## src/verilog/sbox_pkg.sv

```systemverilog
package sbox_pkg;

	// Datapath geometry
	localparam int SBOX_LANES = 4;
	localparam int WORD_W = 32;
	localparam int ADDR_W = 2;

	// Register map, word offsets
	localparam logic [ADDR_W-1:0] ADDR_CTRL = 2'd0;
	localparam logic [ADDR_W-1:0] ADDR_DATA = 2'd1;
	localparam logic [ADDR_W-1:0] ADDR_RESULT = 2'd2;
	localparam logic [ADDR_W-1:0] ADDR_STATUS = 2'd3;

	// Substitution direction
	localparam logic MODE_INV = 1'b0;
	localparam logic MODE_FWD = 1'b1;

	// Bit positions inside CTRL and STATUS
	localparam int CTRL_MODE_BIT = 0;
	localparam int STATUS_DONE_BIT = 0;
	localparam int STATUS_BUSY_BIT = 1;

endpackage

```

## src/verilog/sbox_byte.sv

```systemverilog
`timescale 1ns/1ps

module sbox_byte
(
	input  logic       clk,
	input  logic [7:0] din,
	input  logic       mode,
	output logic [7:0] out_fwd,
	output logic [7:0] out_inv
);

	// Tower field GF(((2^2)^2)^2) in normal bases.
	// Products come out in inverted form and are undone at the output mapping.

	function automatic logic [1:0] gf2_sq(input logic [1:0] a);
		return {a[0], a[1]};
	endfunction

	// p and q carry the xor of the two bits of each operand
	function automatic logic [1:0] gf2_nmul(input logic [1:0] a, input logic [1:0] b,
		input logic p, input logic q);
		return ~(a & b) ^ {2{~(p & q)}};
	endfunction

	// Multiply merged with scaling by N
	function automatic logic [1:0] gf2_nmul_scl(input logic [1:0] a, input logic [1:0] b,
		input logic p, input logic q);
		logic [1:0] n;
		n = ~(a & b);
		return {~(p & q) ^ n[0], ^n};
	endfunction

	function automatic logic [3:0] gf4_inv(input logic [3:0] a);
		logic [1:0] hi;
		logic [1:0] lo;
		logic       xh;
		logic       xl;
		logic [1:0] d;
		hi = a[3:2];
		lo = a[1:0];
		xh = ^hi;
		xl = ^lo;
		d = gf2_sq({~(hi[1] | lo[1]) ^ ~(xh & xl), ~(xh | xl) ^ ~(hi[0] & lo[0])});
		return {gf2_nmul(d, lo, ^d, xl), gf2_nmul(d, hi, ^d, xh)};
	endfunction

	function automatic logic [3:0] gf4_nmul(input logic [3:0] a, input logic [3:0] b);
		logic [1:0] sa;
		logic [1:0] sb;
		logic [1:0] ph;
		logic [1:0] pl;
		logic [1:0] ps;
		sa = a[3:2] ^ a[1:0];
		sb = b[3:2] ^ b[1:0];
		ph = gf2_nmul(a[3:2], b[3:2], a[3] ^ a[2], b[3] ^ b[2]);
		pl = gf2_nmul(a[1:0], b[1:0], a[1] ^ a[0], b[1] ^ b[0]);
		ps = gf2_nmul_scl(sa, sb, ^sa, ^sb);
		return {ph ^ ps, pl ^ ps};
	endfunction

	// First half of the GF(2^8) inverse, square-scale plus multiply folded
	// into a single 4-bit result
	function automatic logic [3:0] gf8_inv_front(input logic [7:0] a);
		logic [3:0] h;
		logic [3:0] l;
		logic       c1;
		logic       c2;
		logic       c3;
		h = a[7:4];
		l = a[3:0];
		c1 = ~((h[3] ^ h[2]) & (l[3] ^ l[2]));
		c2 = ~((h[2] ^ h[0]) & (l[2] ^ l[0]));
		c3 = ~((^h) & (^l));
		return {
			~((h[2] ^ h[0]) | (l[2] ^ l[0])) ^ ~(h[3] & l[3]) ^ c1 ^ c3,
			~((h[3] ^ h[1]) | (l[3] ^ l[1])) ^ ~(h[2] & l[2]) ^ c1 ^ c2,
			~((h[1] ^ h[0]) | (l[1] ^ l[0])) ^ ~(h[1] & l[1]) ^ c2 ^ c3,
			~(h[0] | l[0]) ^ ~((h[1] ^ h[0]) & (l[1] ^ l[0]))
				^ ~((h[3] ^ h[1]) & (l[3] ^ l[1])) ^ c2
		};
	endfunction

	// Basis change into the tower field, inverse affine merged in for decryption
	function automatic logic [7:0] map_in(input logic [7:0] b, input logic fwd);
		logic t1, t2, t3, t4, t5, t6, t7, t8, t9;
		t1 = b[7] ^ b[5];
		t2 = b[7] ~^ b[4];
		t3 = b[6] ^ b[0];
		t4 = b[5] ~^ t3;
		t5 = b[4] ^ t4;
		t6 = b[3] ^ b[0];
		t7 = b[2] ^ t1;
		t8 = b[1] ^ t3;
		t9 = b[3] ^ t8;
		if (fwd == sbox_pkg::MODE_FWD)
			return {t7 ~^ t8, t5, b[1] ^ t4, t1 ~^ t3, b[1] ^ t2 ^ t6, ~b[0], t4, b[2] ~^ t9};
		return {t2, b[4] ^ t8, b[6] ^ b[4], t9, b[6] ~^ t2, t7, b[4] ^ t6, b[1] ^ t5};
	endfunction

	// Basis change back, affine merged in for encryption
	function automatic logic [7:0] map_out(input logic [7:0] b, input logic fwd);
		logic u1, u2, u3, u4, u5, u6, u7, u8, u9, u10;
		u1 = b[7] ^ b[3];
		u2 = b[6] ^ b[4];
		u3 = b[6] ^ b[0];
		u4 = b[5] ~^ b[3];
		u5 = b[5] ~^ u1;
		u6 = b[5] ~^ b[1];
		u7 = b[4] ~^ u6;
		u8 = b[2] ^ u4;
		u9 = b[1] ^ u2;
		u10 = u3 ^ u5;
		if (fwd == sbox_pkg::MODE_FWD)
			return {u4, u1, u3, u5, u2 ^ u5, u3 ^ u8, u7, u9};
		return {b[4] ~^ b[1], b[1] ^ u10, b[2] ^ u10, b[6] ~^ b[1], u8 ^ u9,
			b[7] ~^ u7, u6, ~b[2]};
	endfunction

	logic [7:0] base;
	logic [3:0] front;
	logic [7:0] base_q;
	logic [3:0] front_q;
	logic [3:0] inv4;
	logic [7:0] inv8;

	assign base = ~map_in(din, mode);
	assign front = gf8_inv_front(base);

	// Pipeline cut between the two inverse halves
	always_ff @(posedge clk)
	begin
		base_q <= base;
		front_q <= front;
	end

	assign inv4 = gf4_inv(front_q);
	assign inv8 = {gf4_nmul(inv4, base_q[3:0]), gf4_nmul(inv4, base_q[7:4])};

	assign out_fwd = ~map_out(inv8, sbox_pkg::MODE_FWD);
	assign out_inv = ~map_out(inv8, sbox_pkg::MODE_INV);

endmodule

```

## src/verilog/sbox_word.sv

```systemverilog
`timescale 1ns/1ps

module sbox_word
(
	input  logic                        clk,
	input  logic                        reset,
	input  logic                        launch,
	input  logic                        mode,
	input  logic [sbox_pkg::WORD_W-1:0] din,
	output logic [sbox_pkg::WORD_W-1:0] dout,
	output logic                        out_valid
);

	logic                        mode_q;
	logic [sbox_pkg::WORD_W-1:0] fwd_word;
	logic [sbox_pkg::WORD_W-1:0] inv_word;

	for (genvar i = 0; i < sbox_pkg::SBOX_LANES; i++)
	begin : g_lane
		sbox_byte u_lane
		(
			.clk     (clk),
			.din     (din[8*i +: 8]),
			.mode    (mode),
			.out_fwd (fwd_word[8*i +: 8]),
			.out_inv (inv_word[8*i +: 8])
		);
	end

	always_ff @(posedge clk)
	begin
		if (reset)
			out_valid <= 1'b0;
		else
			out_valid <= launch;
	end

	// Mode follows its word through the lane register
	always_ff @(posedge clk)
		mode_q <= mode;

	assign dout = (mode_q == sbox_pkg::MODE_FWD) ? fwd_word : inv_word;

endmodule

```

## src/verilog/wb_sbox_regs.sv

```systemverilog
`timescale 1ns/1ps

module wb_sbox_regs
(
	input  logic                            clk,
	input  logic                            reset,
	input  logic                            cyc,
	input  logic                            stb,
	input  logic                            we,
	input  logic [sbox_pkg::ADDR_W-1:0]     adr,
	input  logic [sbox_pkg::WORD_W-1:0]     dat_w,
	input  logic [sbox_pkg::SBOX_LANES-1:0] sel,
	input  logic [sbox_pkg::WORD_W-1:0]     result,
	input  logic                            done,
	output logic [sbox_pkg::WORD_W-1:0]     dat_r,
	output logic                            ack,
	output logic                            launch,
	output logic [sbox_pkg::WORD_W-1:0]     din,
	output logic                            mode,
	output logic                            busy
);

	logic                        accept;
	logic                        wr_ctrl;
	logic                        wr_data;
	logic                        pending;
	logic [sbox_pkg::WORD_W-1:0] ctrl_word;
	logic [sbox_pkg::WORD_W-1:0] status_word;

	// New request only while no ack is outstanding
	assign accept = cyc && stb && !ack;
	assign wr_ctrl = accept && we && (adr == sbox_pkg::ADDR_CTRL);
	assign wr_data = accept && we && (adr == sbox_pkg::ADDR_DATA);

	always_ff @(posedge clk)
	begin
		if (reset)
		begin
			ack <= 1'b0;
			launch <= 1'b0;
			pending <= 1'b0;
		end
		else
		begin
			ack <= accept;
			launch <= wr_data;
			if (wr_data)
				pending <= 1'b1;
			else if (done && !launch)
				pending <= 1'b0;
		end
	end

	always_ff @(posedge clk)
	begin
		if (reset)
		begin
			mode <= sbox_pkg::MODE_FWD;
			din <= '0;
		end
		else
		begin
			if (wr_ctrl && sel[sbox_pkg::CTRL_MODE_BIT / 8])
				mode <= dat_w[sbox_pkg::CTRL_MODE_BIT];
			for (int i = 0; i < sbox_pkg::SBOX_LANES; i++)
			begin
				if (wr_data && sel[i])
					din[8*i +: 8] <= dat_w[8*i +: 8];
			end
		end
	end

	// Stale done from the previous word is masked during the launch cycle
	assign busy = launch || (pending && !done);

	always_comb
	begin
		ctrl_word = '0;
		ctrl_word[sbox_pkg::CTRL_MODE_BIT] = mode;
		status_word = '0;
		status_word[sbox_pkg::STATUS_DONE_BIT] = done;
		status_word[sbox_pkg::STATUS_BUSY_BIT] = busy;
	end

	always_comb
	begin
		case (adr)
			sbox_pkg::ADDR_CTRL: dat_r = ctrl_word;
			sbox_pkg::ADDR_DATA: dat_r = din;
			sbox_pkg::ADDR_RESULT: dat_r = result;
			sbox_pkg::ADDR_STATUS: dat_r = status_word;
			default: dat_r = '0;
		endcase
	end

endmodule

```

## src/verilog/sbox_result.sv

```systemverilog
`timescale 1ns/1ps

module sbox_result
(
	input  logic                        clk,
	input  logic                        reset,
	input  logic                        launch,
	input  logic                        out_valid,
	input  logic [sbox_pkg::WORD_W-1:0] dout,
	output logic [sbox_pkg::WORD_W-1:0] result,
	output logic                        done
);

	always_ff @(posedge clk)
	begin
		if (reset)
			result <= '0;
		else if (out_valid)
			result <= dout;
	end

	// A launch seen together with out_valid belongs to the next word,
	// so completion takes priority
	always_ff @(posedge clk)
	begin
		if (reset)
			done <= 1'b0;
		else if (out_valid)
			done <= 1'b1;
		else if (launch)
			done <= 1'b0;
	end

endmodule

```

## src/verilog/sbox_wb_top.sv

```systemverilog
`timescale 1ns/1ps

module sbox_wb_top
(
	input  logic                            clk,
	input  logic                            reset,
	input  logic                            cyc,
	input  logic                            stb,
	input  logic                            we,
	input  logic [sbox_pkg::ADDR_W-1:0]     adr,
	input  logic [sbox_pkg::WORD_W-1:0]     dat_w,
	input  logic [sbox_pkg::SBOX_LANES-1:0] sel,
	output logic [sbox_pkg::WORD_W-1:0]     dat_r,
	output logic                            ack
);

	logic                        launch;
	logic                        mode;
	logic [sbox_pkg::WORD_W-1:0] din;
	logic [sbox_pkg::WORD_W-1:0] dout;
	logic                        out_valid;
	logic [sbox_pkg::WORD_W-1:0] result;
	logic                        done;

	wb_sbox_regs u_regs
	(
		.clk    (clk),
		.reset  (reset),
		.cyc    (cyc),
		.stb    (stb),
		.we     (we),
		.adr    (adr),
		.dat_w  (dat_w),
		.sel    (sel),
		.result (result),
		.done   (done),
		.dat_r  (dat_r),
		.ack    (ack),
		.launch (launch),
		.din    (din),
		.mode   (mode),
		.busy   ()
	);

	sbox_word u_word
	(
		.clk       (clk),
		.reset     (reset),
		.launch    (launch),
		.mode      (mode),
		.din       (din),
		.dout      (dout),
		.out_valid (out_valid)
	);

	sbox_result u_result
	(
		.clk       (clk),
		.reset     (reset),
		.launch    (launch),
		.out_valid (out_valid),
		.dout      (dout),
		.result    (result),
		.done      (done)
	);

endmodule

```

## config.mk

```make
export PLATFORM = sky130hd
export DESIGN_NAME = sbox_wb_top
export DESIGN_NICKNAME = d
export VERILOG_FILES = /design/src/verilog/sbox_pkg.sv /design/src/verilog/sbox_byte.sv /design/src/verilog/sbox_word.sv /design/src/verilog/wb_sbox_regs.sv /design/src/verilog/sbox_result.sv /design/src/verilog/sbox_wb_top.sv
export SDC_FILE = /design/constraint.sdc
export NUM_CORES = 1
export LEC_CHECK = 0
export ABC_CLOCK_PERIOD_IN_PS = 2500
export BUFFER_PORTS_ARGS = -buffer_cell sky130_fd_sc_hd__buf_2
export CAP_MARGIN = 10
export CORE_AREA = 5 5 267 139
export DETAILED_ROUTE_END_ITERATION = 10
export DIE_AREA = 0 0 272 144
export SLEW_MARGIN = 20
export SYNTH_ARGS = -nofsm -noshare
export SYNTH_HDL_FRONTEND = slang
export SYNTH_HIERARCHICAL = 1
export SYNTH_SLANG_ARGS = --single-unit
export TNS_END_PERCENT = 5
```

## constraint.sdc

```tcl
create_clock -name clk -period 2.5 [get_ports clk]
set_input_delay 0.25 -clock clk [delete_from_list [all_inputs] [get_ports clk]]
set_output_delay 0.25 -clock clk [all_outputs]
set_load 0.02 [all_outputs]
```

==> impl_metrics.yaml, run 1 <==
run_status:
  result_of_the_run: "finished with violations"
  failed_checks: "negative setup slack"
sta:
  number_of_endpoints_with_negative_hold_slack_in_the_final_report: 0
  achievable-frequency_ghz: 0.353
  layout_setup_ws_ns: -0.333
  layout_min_cycle_time_ns: 2.83
  max_slew_violations: 0
  timing.final.setup_violations: 29
  maxSlewHeadroom_pct: 51.6
  final_min_period_over_clock_period_pct: 113
  measured_slew_at_the_worst_slew_check_pin_ns: 0.727
  grt_setup_unrepaired: "true"
  skew_ns: 0.0174
clocking:
  cts_hold_buf: 0
  clkSlewWorstSetupHoldPaths_ns: 0.06
  clk_lat_worst_skew_ns: 0.45
  htreeDepth: 4
  cts_tree: "yes"
  clock_buffer_count_from_cts: 17
  clock_sink_count: 119
  cts-root-buf: "sky130_fd_sc_hd__clkbuf_16"
  ctsLongestPathBuffers: 2
detailed_routing:
  drt_drc_violations_left: 0
  post_drt_wl_per_cell_um: 17.2
  firstDrtPassIters: 5
  drt-vias-per-instance: 5.28
  detailedRoute.firstIterationViolations: 1207
  via_count: 12522
  antenna_violating_nets_left: 0
  routed_wirelength_um: 40700
flow_run:
  drv.max_cap_violation_count: 0
critical_path:
  critical_path.endpoint_type: "flip-flop"
  timing.critical_path.slowest_cell_delay_ns: 0.39
  worst-r2r-setup-slack_ns: -0.33
  critPathKind: "reg -> reg"
  timing.critical_path.fanout_max: 7
  worst-endpoint-required_ns: 2.82
  path_delay_family: "XOR/XNOR gates"
  critical_path.cell_chain: "buf_4 > nor3b_2 > o21ai_1 > and3_4 > nand2_2 > xnor2_4 > xor2_4 > xnor2_2 > buf_4 > xnor3_1 > mux2_4 > mux2i_1 > nor2_1"
  critical_path.most_common_cell: "sky130_fd_sc_hd__buf_4"
  start_kind: "flip-flop"
  cp_slowest_cell: "sky130_fd_sc_hd__dfxtp_4"
  cp.buffers_inverters: 2
  cp_data_arrival_time_ns: 3.15
global_routing:
  wire_length_of_the_first_global_routing_pass_um: 64400
  grtUsageMet2_pct: 29.5
  gr-max-usage-layer: "met1"
  overflow: 0
  grt_start_max_net_pins: 96
  gr-usage-all-layers_pct: 20.3
  antenna_violations_before_repair: 0
  use_met3_pct: 4.58
  grt_pass1_vias: 11871
  grt_util_met1_pct: 31.0
yosys:
  cell_area_after_synthesis_sq_um: 13600
  mappedNetlistNets: 1640
  syn_avg_cell_area_sq_um: 8.51
  synthesis.instances: 1597
  yosysWarnings: 6
placed_design:
  dpl-instance-area_sq_um: 16500
  io_buffer_count: 75
  detailed_place_hpwl_um: 30900
  gp_congestion: 0.917
floorplanning:
  die_y_um: 144
  fp.dieArea_sq_um: 39200
  pin_count: 76
  initial_cell_density_of_the_core_pct: 39.0
  core_region_area_sq_um: 34900
  floorplan.die.width_um: 272
  core.rowCount: 49
hold_path:
  holdCritPathClass: "in -> reg"
layout:
  antennaDiodeCount: 0
  layout-drive-gt1-share_pct: 38.1
  fill_cells: 3091
  finalInstanceArea_sq_um: 18200
  area.growth.synth_to_final_pct: 34.0
  seq_area_sq_um: 2440
  finish.utilization_pct: 52.2
  layout.cells.most_common_list: "320 x sky130_fd_sc_hd__buf_4, 163 x sky130_fd_sc_hd__nand2_1, 126 x sky130_fd_sc_hd__mux2i_1"
  final_nets: 1943
  multi_input_area_sq_um: 11200
  layout_commonest_cell: "sky130_fd_sc_hd__buf_4"
pwr:
  p_per_area_nw_per_um2: 402
  ir_drop_mv: 0.524
  p_leak_nw: 7.62
==> power breakdown <==
part / total (mW) / leakage, nW / internal, mW / switching [mW]
Clock: 2.37 / 0.267 / 1.37 / 0.998
Sequential: 2.07 / 0.974 / 1.96 / 0.110
Combinational: 2.89 / 6.38 / 1.56 / 1.33
==> state kept, by name, indices dropped and copies added (netlist names) <==
register,count
u_regs/din,32
u_result/result,32
u_word/g_lane.u_lane/base_q,32
u_word/g_lane.u_lane/front_q,16
u_regs/ack,1
u_regs/launch,1
u_regs/mode,1
u_regs/pending,1
u_result/done,1
u_word/mode_q,1
u_word/out_valid,1
==> path summary, 6_finish.rpt <==
path | startpoint | end | cells past startpoint
worst max register to register | u_word/g_lane[3].u_lane/front_q[3] | u_result/result[26] | 13
worst min-delay path | sel[0] | u_regs/mode | 2
worst max-delay path | u_word/g_lane[3].u_lane/front_q[3] | u_result/result[26] | 13
worst min register to register | u_regs/ack | u_regs/ack | 1
==> layer usage <==
metal / vias to the layer above / wire length [um]
li1: 6188 / -
met1: 5957 / 20700
met2: 351 / 17000
met3: 26 / 2690
met4: 0 / 353
met5: - / 0
==> final cells by class <==
cell class                 instances  area share, %
multi-input combinational       1289           61.3
timing repair buffer             428           18.1
sequential                       119           13.4
tap                              459           3.15
clock buffer                      18           2.36
inverter                          45           1.02
clock inverter                    14          0.708
==> metrics by stage <==
stage / worst slack [ns] / total power [mW] / cells / setup TNS, ns / hold WS (ns)
after floorplan: -0.145 / 3.85 / 1597 / -1.86 / 0.322
after global placement: -0.432 / 4.56 / 2315 / -7.42 / 0.429
after detailed placement: -0.439 / 4.61 / 2315 / -9.13 / 0.441
after CTS: -0.278 / 7.25 / 2368 / -4.94 / 0.0170
after global routing: -0.453 / 7.71 / 2372 / -10.40 / 0.0439
final: -0.333 / 7.33 / 2372 / -5.40 / 0.0423
==> repair_timing <==
item                       CTS  global route
pin swaps                   46            21
resized for setup           97            61
cloned                       0             0
setup buffers               23             4
setup endpoints to repair   39            46
(Power assumes the default switching activity.)
==> run 2, diff against run 1 <==
- CORE_AREA: 5 5 267 139 -> 5 5 191 193
- DIE_AREA: 0 0 272 144 -> 0 0 196 198
- SLEW_MARGIN: 20 -> not set
==> run 2 against run 1 <==
  * The flow still finishes with violations (negative setup slack)
  * Critical path type unchanged
  * Register-to-register slack improved by 0.06 ns
  * Sequential share of layout area increased by 0.27 points
  * Setup slack better by 0.060 ns
  * Sequential power hardly changed
  * Sequential cell count is the same
  * Largest power group unchanged
  * Maximum frequency grew 2.2%
  * Design area shrank 2.2%
  * Total power is essentially flat
==> impl_metrics.yaml, run 2 (same netlist as run 1, synthesis figures left out) <==
run_status:
  result_of_the_run: "finished with violations"
  failed_checks: "negative setup slack"
layout:
  finalInstanceArea_sq_um: 17800
  layout.cells.most_common_list: "305 x sky130_fd_sc_hd__buf_4, 164 x sky130_fd_sc_hd__nand2_1, 126 x sky130_fd_sc_hd__mux2i_1"
  final_nets: 1918
  finish.utilization_pct: 51.8
  layout_commonest_cell: "sky130_fd_sc_hd__buf_4"
  layout_top_registers: "u_regs/din (32), u_result/result (32), u_word/g_lane.u_lane/base_q (32)"
  area.growth.synth_to_final_pct: 31.1
  layout-drive-gt1-share_pct: 37.1
sta:
  maxSlewHeadroom_pct: 54.7
  layout_setup_ws_ns: -0.274
  number_of_endpoints_with_negative_hold_slack_in_the_final_report: 0
  achievable-frequency_ghz: 0.361
  measured_slew_at_the_worst_slew_check_pin_ns: 0.674
  grt_setup_unrepaired: "true"
  layout_min_cycle_time_ns: 2.77
  max_slew_violations: 0
  skew_ns: 0.0100
  setup-tns-final_ns: -3.62
  final_min_period_over_clock_period_pct: 111
  timing.final.setup_violations: 24
pwr:
  p_per_area_nw_per_um2: 411
  net-switching-power_mw: 2.29
  p_leak_nw: 7.45
  ir_drop_mv: 0.496
  internal_power_mw: 5.03
  portion_of_total_power_attributed_to_sequential_cells_pct: 28.2
  p_sw_share_pct: 31.3
  comb_power_share_pct: 37.0
  clockPowerShare_pct: 34.8
detailed_routing:
  via_count: 12235
  antenna_violating_nets_left: 0
  drt_drc_violations_left: 0
  routed_wirelength_um: 36800
  firstDrtPassIters: 5
  detailedRoute.firstIterationViolations: 766
  drt-vias-per-instance: 5.22
  post_drt_wl_per_cell_um: 15.7
clocking:
  htreeDepth: 4
  clk_lat_worst_skew_ns: 0.43
  cts_tree: "yes"
  clkSlewWorstSetupHoldPaths_ns: 0.06
  ctsLongestPathBuffers: 2
  cts_hold_buf: 0
  cts-root-buf: "sky130_fd_sc_hd__clkbuf_16"
  clock_sink_count: 119
  clock_buffer_count_from_cts: 17
floorplanning:
  die_y_um: 198
  initial_cell_density_of_the_core_pct: 39.6
  pin_count: 76
  core.rowCount: 68
  core_region_area_sq_um: 34400
  floorplan.die.width_um: 196
  fp.dieArea_sq_um: 38800
hold_path:
  holdCritPathClass: "in -> reg"
global_routing:
  wire_length_of_the_first_global_routing_pass_um: 60100
  overflow: 0
  grt_start_max_net_pins: 40
  grt_util_met1_pct: 25.7
  gr-usage-all-layers_pct: 18.6
  use_met3_pct: 2.64
  gr-max-usage-layer: "met2"
  grt_pass1_vias: 11779
  antenna_violations_before_repair: 2
  grtUsageMet2_pct: 31.0
placed_design:
  detailed_place_hpwl_um: 27700
  place_ws_ns: -0.429
  dpl-instance-area_sq_um: 16300
  gp_congestion: 0.863
  io_buffer_count: 75
critical_path:
  worst-endpoint-required_ns: 2.81
  critical_path.endpoint_type: "flip-flop"
  start_kind: "flip-flop"
  cp_data_arrival_time_ns: 3.08
  cp_slowest_cell: "sky130_fd_sc_hd__dfxtp_4"
  path_delay_family: "XOR/XNOR gates"
  cp.buffers_inverters: 2
  critical_path.cell_chain: "buf_6 > nor2b_4 > o21ai_2 > and3_4 > nor3b_4 > a21oi_2 > buf_4 > xnor2_4 > xor2_2 > xnor3_1 > mux2_4 > mux2i_1 > nor2_1"
  critPathKind: "reg -> reg"
  timing.critical_path.fanout_max: 5
  timing.critical_path.slowest_cell_delay_ns: 0.37
flow_run:
  drv.max_cap_violation_count: 0
-- run 2: path summary, 6_finish.rpt --
check / start / end / slack (ns) / cells past startpoint
worst min-delay path: dat_w[5] / u_regs/din[5] / 0.06 / 3
worst max register to register: u_word/g_lane[3].u_lane/front_q[1] / u_result/result[27] / -0.27 / 13
worst max-delay path: u_word/g_lane[3].u_lane/front_q[1] / u_result/result[27] / -0.27 / 13
worst min register to register: u_regs/ack / u_regs/ack / 0.46 / 1
-- run 2: layout make-up --
class                           count  area [sq um]
Fill cell                        3187         16600
Multi-Input combinational cell   1289         11000
Timing Repair Buffer              403          3020
Sequential cell                   119          2440
Tap cell                          455           569
Clock buffer                       20           457
Inverter                           45           169
Clock inverter                     12           151
Antenna cell                        1          2.50
-- run 2: repair_timing --
item                       4_1_cts  5_1_grt
resized for setup               90       61
setup buffers                   11       10
pin swaps                       46       27
setup endpoints to repair       38       48
-- run 2: metrics by stage --
| stage | std cells | total power, mW | hold WS [ns] |
|---|---|---|---|
| after detailed placement | 2291 | 4.51 | 0.451 |
| after CTS | 2333 | 7.27 | 0.0431 |
| after global routing | 2344 | 7.71 | 0.0607 |
| final | 2344 | 7.33 | 0.0637 |
| after global placement | 2291 | 4.46 | 0.440 |
| after floorplan | 1597 | 3.85 | 0.322 |
-- run 2: layer usage --
layer	up-vias	wire length [um]
li1	6138	-
met5	-	0
met3	31	1360
met4	0	499
met2	238	17400
met1	5828	17600
-- run 2: power by group through the flow --
stage | sequential [mW] | combinational (mW) | clock [mW]
finish | 2.06 | 2.71 | 2.55
global route | 2.08 | 2.94 | 2.69
CTS | 2.06 | 2.59 | 2.62
detailed placement | 2.09 | 2.43 | 0
global placement | 2.08 | 2.38 | 0
floorplan | 2.03 | 1.83 | 0
-- run 2: worst register-to-register path, delay by kind of cell, from the launching register on --
| family | cells | cell delay, ns |
|---|---|---|
| xor gates and xnor gates | 3 | 0.79 |
| and+or+nand+nor | 4 | 0.57 |
| muxes | 2 | 0.41 |
| DFF | 1 | 0.37 |
| buffers and inverters | 2 | 0.30 |
| AOI/OAI and AO/OA | 2 | 0.20 |
==> run 3, diff against run 2 <==
- PLACE_DENSITY: not set -> 0.62
==> run 3 against run 2 <==
  * The run still ends with negative setup slack left
  * Sequential share of layout area down 0.067 points
  * Clock power rose by 7%
  * Largest cell class unchanged
  * Design area rose by 0.60%
  * Die area unchanged
  * Hold slack gained 0.0034 ns
  * Critical path depth stayed put
  * Sequential power is essentially flat
  * Sequential cell count unchanged
  * Register-to-register slack got worse by 0.07 ns
  * Global-route usage up 0.22 points
==> impl_metrics.yaml, run 3 (same netlist as run 1, synthesis figures left out) <==
run_status:
  result_of_the_run: "finished with violations"
  failed_checks: "negative setup slack"
pwr:
  net-switching-power_mw: 2.30
  ir_drop_mv: 0.473
  design_power_total_mw: 7.54
  comb_power_share_pct: 36.6
  p_sw_share_pct: 30.5
  p_leak_nw: 7.54
  clockPowerShare_pct: 36.1
  portion_of_total_power_attributed_to_sequential_cells_pct: 27.3
  internal_power_mw: 5.23
  p_per_area_nw_per_um2: 420
layout:
  layout.cells.most_common_list: "315 x sky130_fd_sc_hd__buf_4, 161 x sky130_fd_sc_hd__nand2_1, 130 x sky130_fd_sc_hd__xnor2_1"
  final_nets: 1929
  layout_commonest_cell: "sky130_fd_sc_hd__buf_4"
  layout_top_registers: "u_regs/din (32), u_result/result (32), u_word/g_lane.u_lane/base_q (32)"
  area.growth.synth_to_final_pct: 31.9
  antennaDiodeCount: 0
  finalNonFillerCells: 2353
  layout-drive-gt1-share_pct: 37.0
sta:
  achievable-frequency_ghz: 0.352
  number_of_endpoints_with_negative_hold_slack_in_the_final_report: 0
  timing.final.setup_violations: 27
  layout_min_cycle_time_ns: 2.84
  skew_ns: 0.00939
  grt_setup_unrepaired: "true"
  max_slew_violations: 0
  measured_slew_at_the_worst_slew_check_pin_ns: 0.628
  setup-tns-final_ns: -4.47
  maxSlewHeadroom_pct: 57.8
  final_min_period_over_clock_period_pct: 114
  layout_setup_ws_ns: -0.341
placed_design:
  gp_congestion: 0.901
  detailed_place_hpwl_um: 28100
  numPlacedInstances: 2301
  io_buffer_count: 75
global_routing:
  gr-usage-all-layers_pct: 18.8
  grt_start_max_net_pins: 33
  wire_length_of_the_first_global_routing_pass_um: 60400
  overflow: 0
  grt_pass1_vias: 11926
  antenna_violations_before_repair: 0
clocking:
  cts_tree: "yes"
  cts_hold_buf: 0
  htreeDepth: 4
  cts-root-buf: "sky130_fd_sc_hd__clkbuf_16"
  ctsLongestPathBuffers: 2
  clkSlewWorstSetupHoldPaths_ns: 0.06
  clk_lat_worst_skew_ns: 0.43
  clock_sink_count: 119
  clock_buffer_count_from_cts: 17
critical_path:
  path_delay_family: "XOR/XNOR gates"
  crit-reg2reg-capture: "u_result/result[27]"
  cp_data_arrival_time_ns: 3.14
  timing.critical_path.fanout_max: 8
  cp-endpoint: "u_result/result[27]"
  cp.buffers_inverters: 2
  worst-endpoint-required_ns: 2.80
  crit_path_start: "u_word/g_lane[3].u_lane/front_q[2]"
  start_kind: "flip-flop"
  critPathKind: "reg -> reg"
  cp_slowest_cell: "sky130_fd_sc_hd__dfxtp_4"
  worst-r2r-setup-slack_ns: -0.34
  critical_path.cell_chain: "nor3b_2 > o21ai_1 > buf_4 > nand4_1 > xnor2_1 > a21oi_2 > buf_6 > xnor2_4 > xnor2_2 > xnor3_1 > mux2_4 > mux2i_1 > nor2_1"
  reg2reg_from: "u_word/g_lane[3].u_lane/front_q[2]"
  timing.critical_path.slowest_cell_delay_ns: 0.36
  crit_cells: 13
  critical_path.endpoint_type: "flip-flop"
  ff2ff_path_depth: 13
detailed_routing:
  via_count: 12345
  routed_wirelength_um: 37700
  drt-vias-per-instance: 5.25
  drt_drc_violations_left: 0
  firstDrtPassIters: 5
  detailedRoute.firstIterationViolations: 788
  antenna_violating_nets_left: 0
  post_drt_wl_per_cell_um: 16.0
floorplanning:
  fp.dieArea_sq_um: 38800
  die_y_um: 198
  initial_cell_density_of_the_core_pct: 39.6
  core_region_area_sq_um: 34400
  core.rowCount: 68
  floorplan.die.width_um: 196
  pin_count: 76
flow_run:
  drv.max_cap_violation_count: 0
hold_path:
  holdCritPathClass: "in -> reg"
==> run 3: cell types whose count changed in the layout (fill, tap and decap cells not counted), moves of 4 or more <==
cell	change
sky130_fd_sc_hd__inv_1	-4
sky130_fd_sc_hd__xnor2_2	-5
sky130_fd_sc_hd__xnor2_1	+5
sky130_fd_sc_hd__xor2_4	+4
sky130_fd_sc_hd__buf_4	+10
sky130_fd_sc_hd__xor2_2	-6
==> run 3: area by class of cell <==
type | count | area [sq um]
Timing Repair Buffer | 414 | 3100
Fill cell | 3139 | 16400
Clock inverter | 10 | 175
Tap cell | 455 | 569
Clock buffer | 21 | 460
Multi-Input combinational cell | 1289 | 11000
Sequential cell | 119 | 2440
Inverter | 45 | 180
==> run 3: metal layers <==
layer,up-vias,GRT usage [%],routed length [um]
met5,-,0,0
met2,225,32.2,18400
met1,5940,25.2,17600
met3,23,3.30,1340
met4,0,3.62,370
li1,6157,-,-
==> run 3: through the flow <==
| stage | util, % | cell area [sq um] | setup slack [ns] | hold slack (ns) |
|---|---|---|---|---|
| finish | 52.2 | 17900 | -0.341 | 0.0671 |
| global route | 52.2 | 17900 | -0.471 | 0.0517 |
| CTS | 50.8 | 17500 | -0.247 | 0.0445 |
| detailed placement | 47.7 | 16400 | -0.377 | 0.447 |
| global placement | 47.7 | 16400 | -0.290 | 0.435 |
| floorplan | - | 13900 | -0.145 | 0.322 |
==> run 3: worst register-to-register path: cells and delay by family (launching register included) <==
kind                      cells  cell delay (ns)
AOI/OAI and AO/OA             2             0.30
buffers and inverters         2             0.29
and+or+nand+nor               3             0.32
xor gates and xnor gates      4             1.05
muxes                         2             0.41
DFF                           1             0.36
==> run 3: power by group through the flow <==
stage          Combinational [mW]  Clock (mW)  Sequential, mW
4_1_cts                      2.60        2.78            2.05
3_5_place_dp                 2.45           0            2.09
3_3_place_gp                 2.40           0            2.08
5_1_grt                      2.97        2.88            2.07
2_1_floorplan                1.83           0            2.03
6_report                     2.76        2.72            2.06
==> run 3: worst min path at each step <==
| stage | end | from | slack (ns) | cells past startpoint |
|---|---|---|---|---|
| after floorplan | u_word/out_valid | reset | 0.32 | 1 |
| after global placement | u_regs/ack | u_regs/ack | 0.43 | 1 |
| after detailed placement | u_regs/ack | u_regs/ack | 0.45 | 1 |
| after CTS | u_regs/ack | stb | 0.04 | 3 |
| after global routing | u_regs/ack | stb | 0.05 | 3 |
| final | u_regs/ack | stb | 0.07 | 3 |
==> run 3: repair_timing <==
action                                  CTS  global route
gates resized for setup                  65            76
endpoints found under the setup margin   36            46
gates cloned                              0             0
setup buffers                            14             7
pin swaps                                46            39
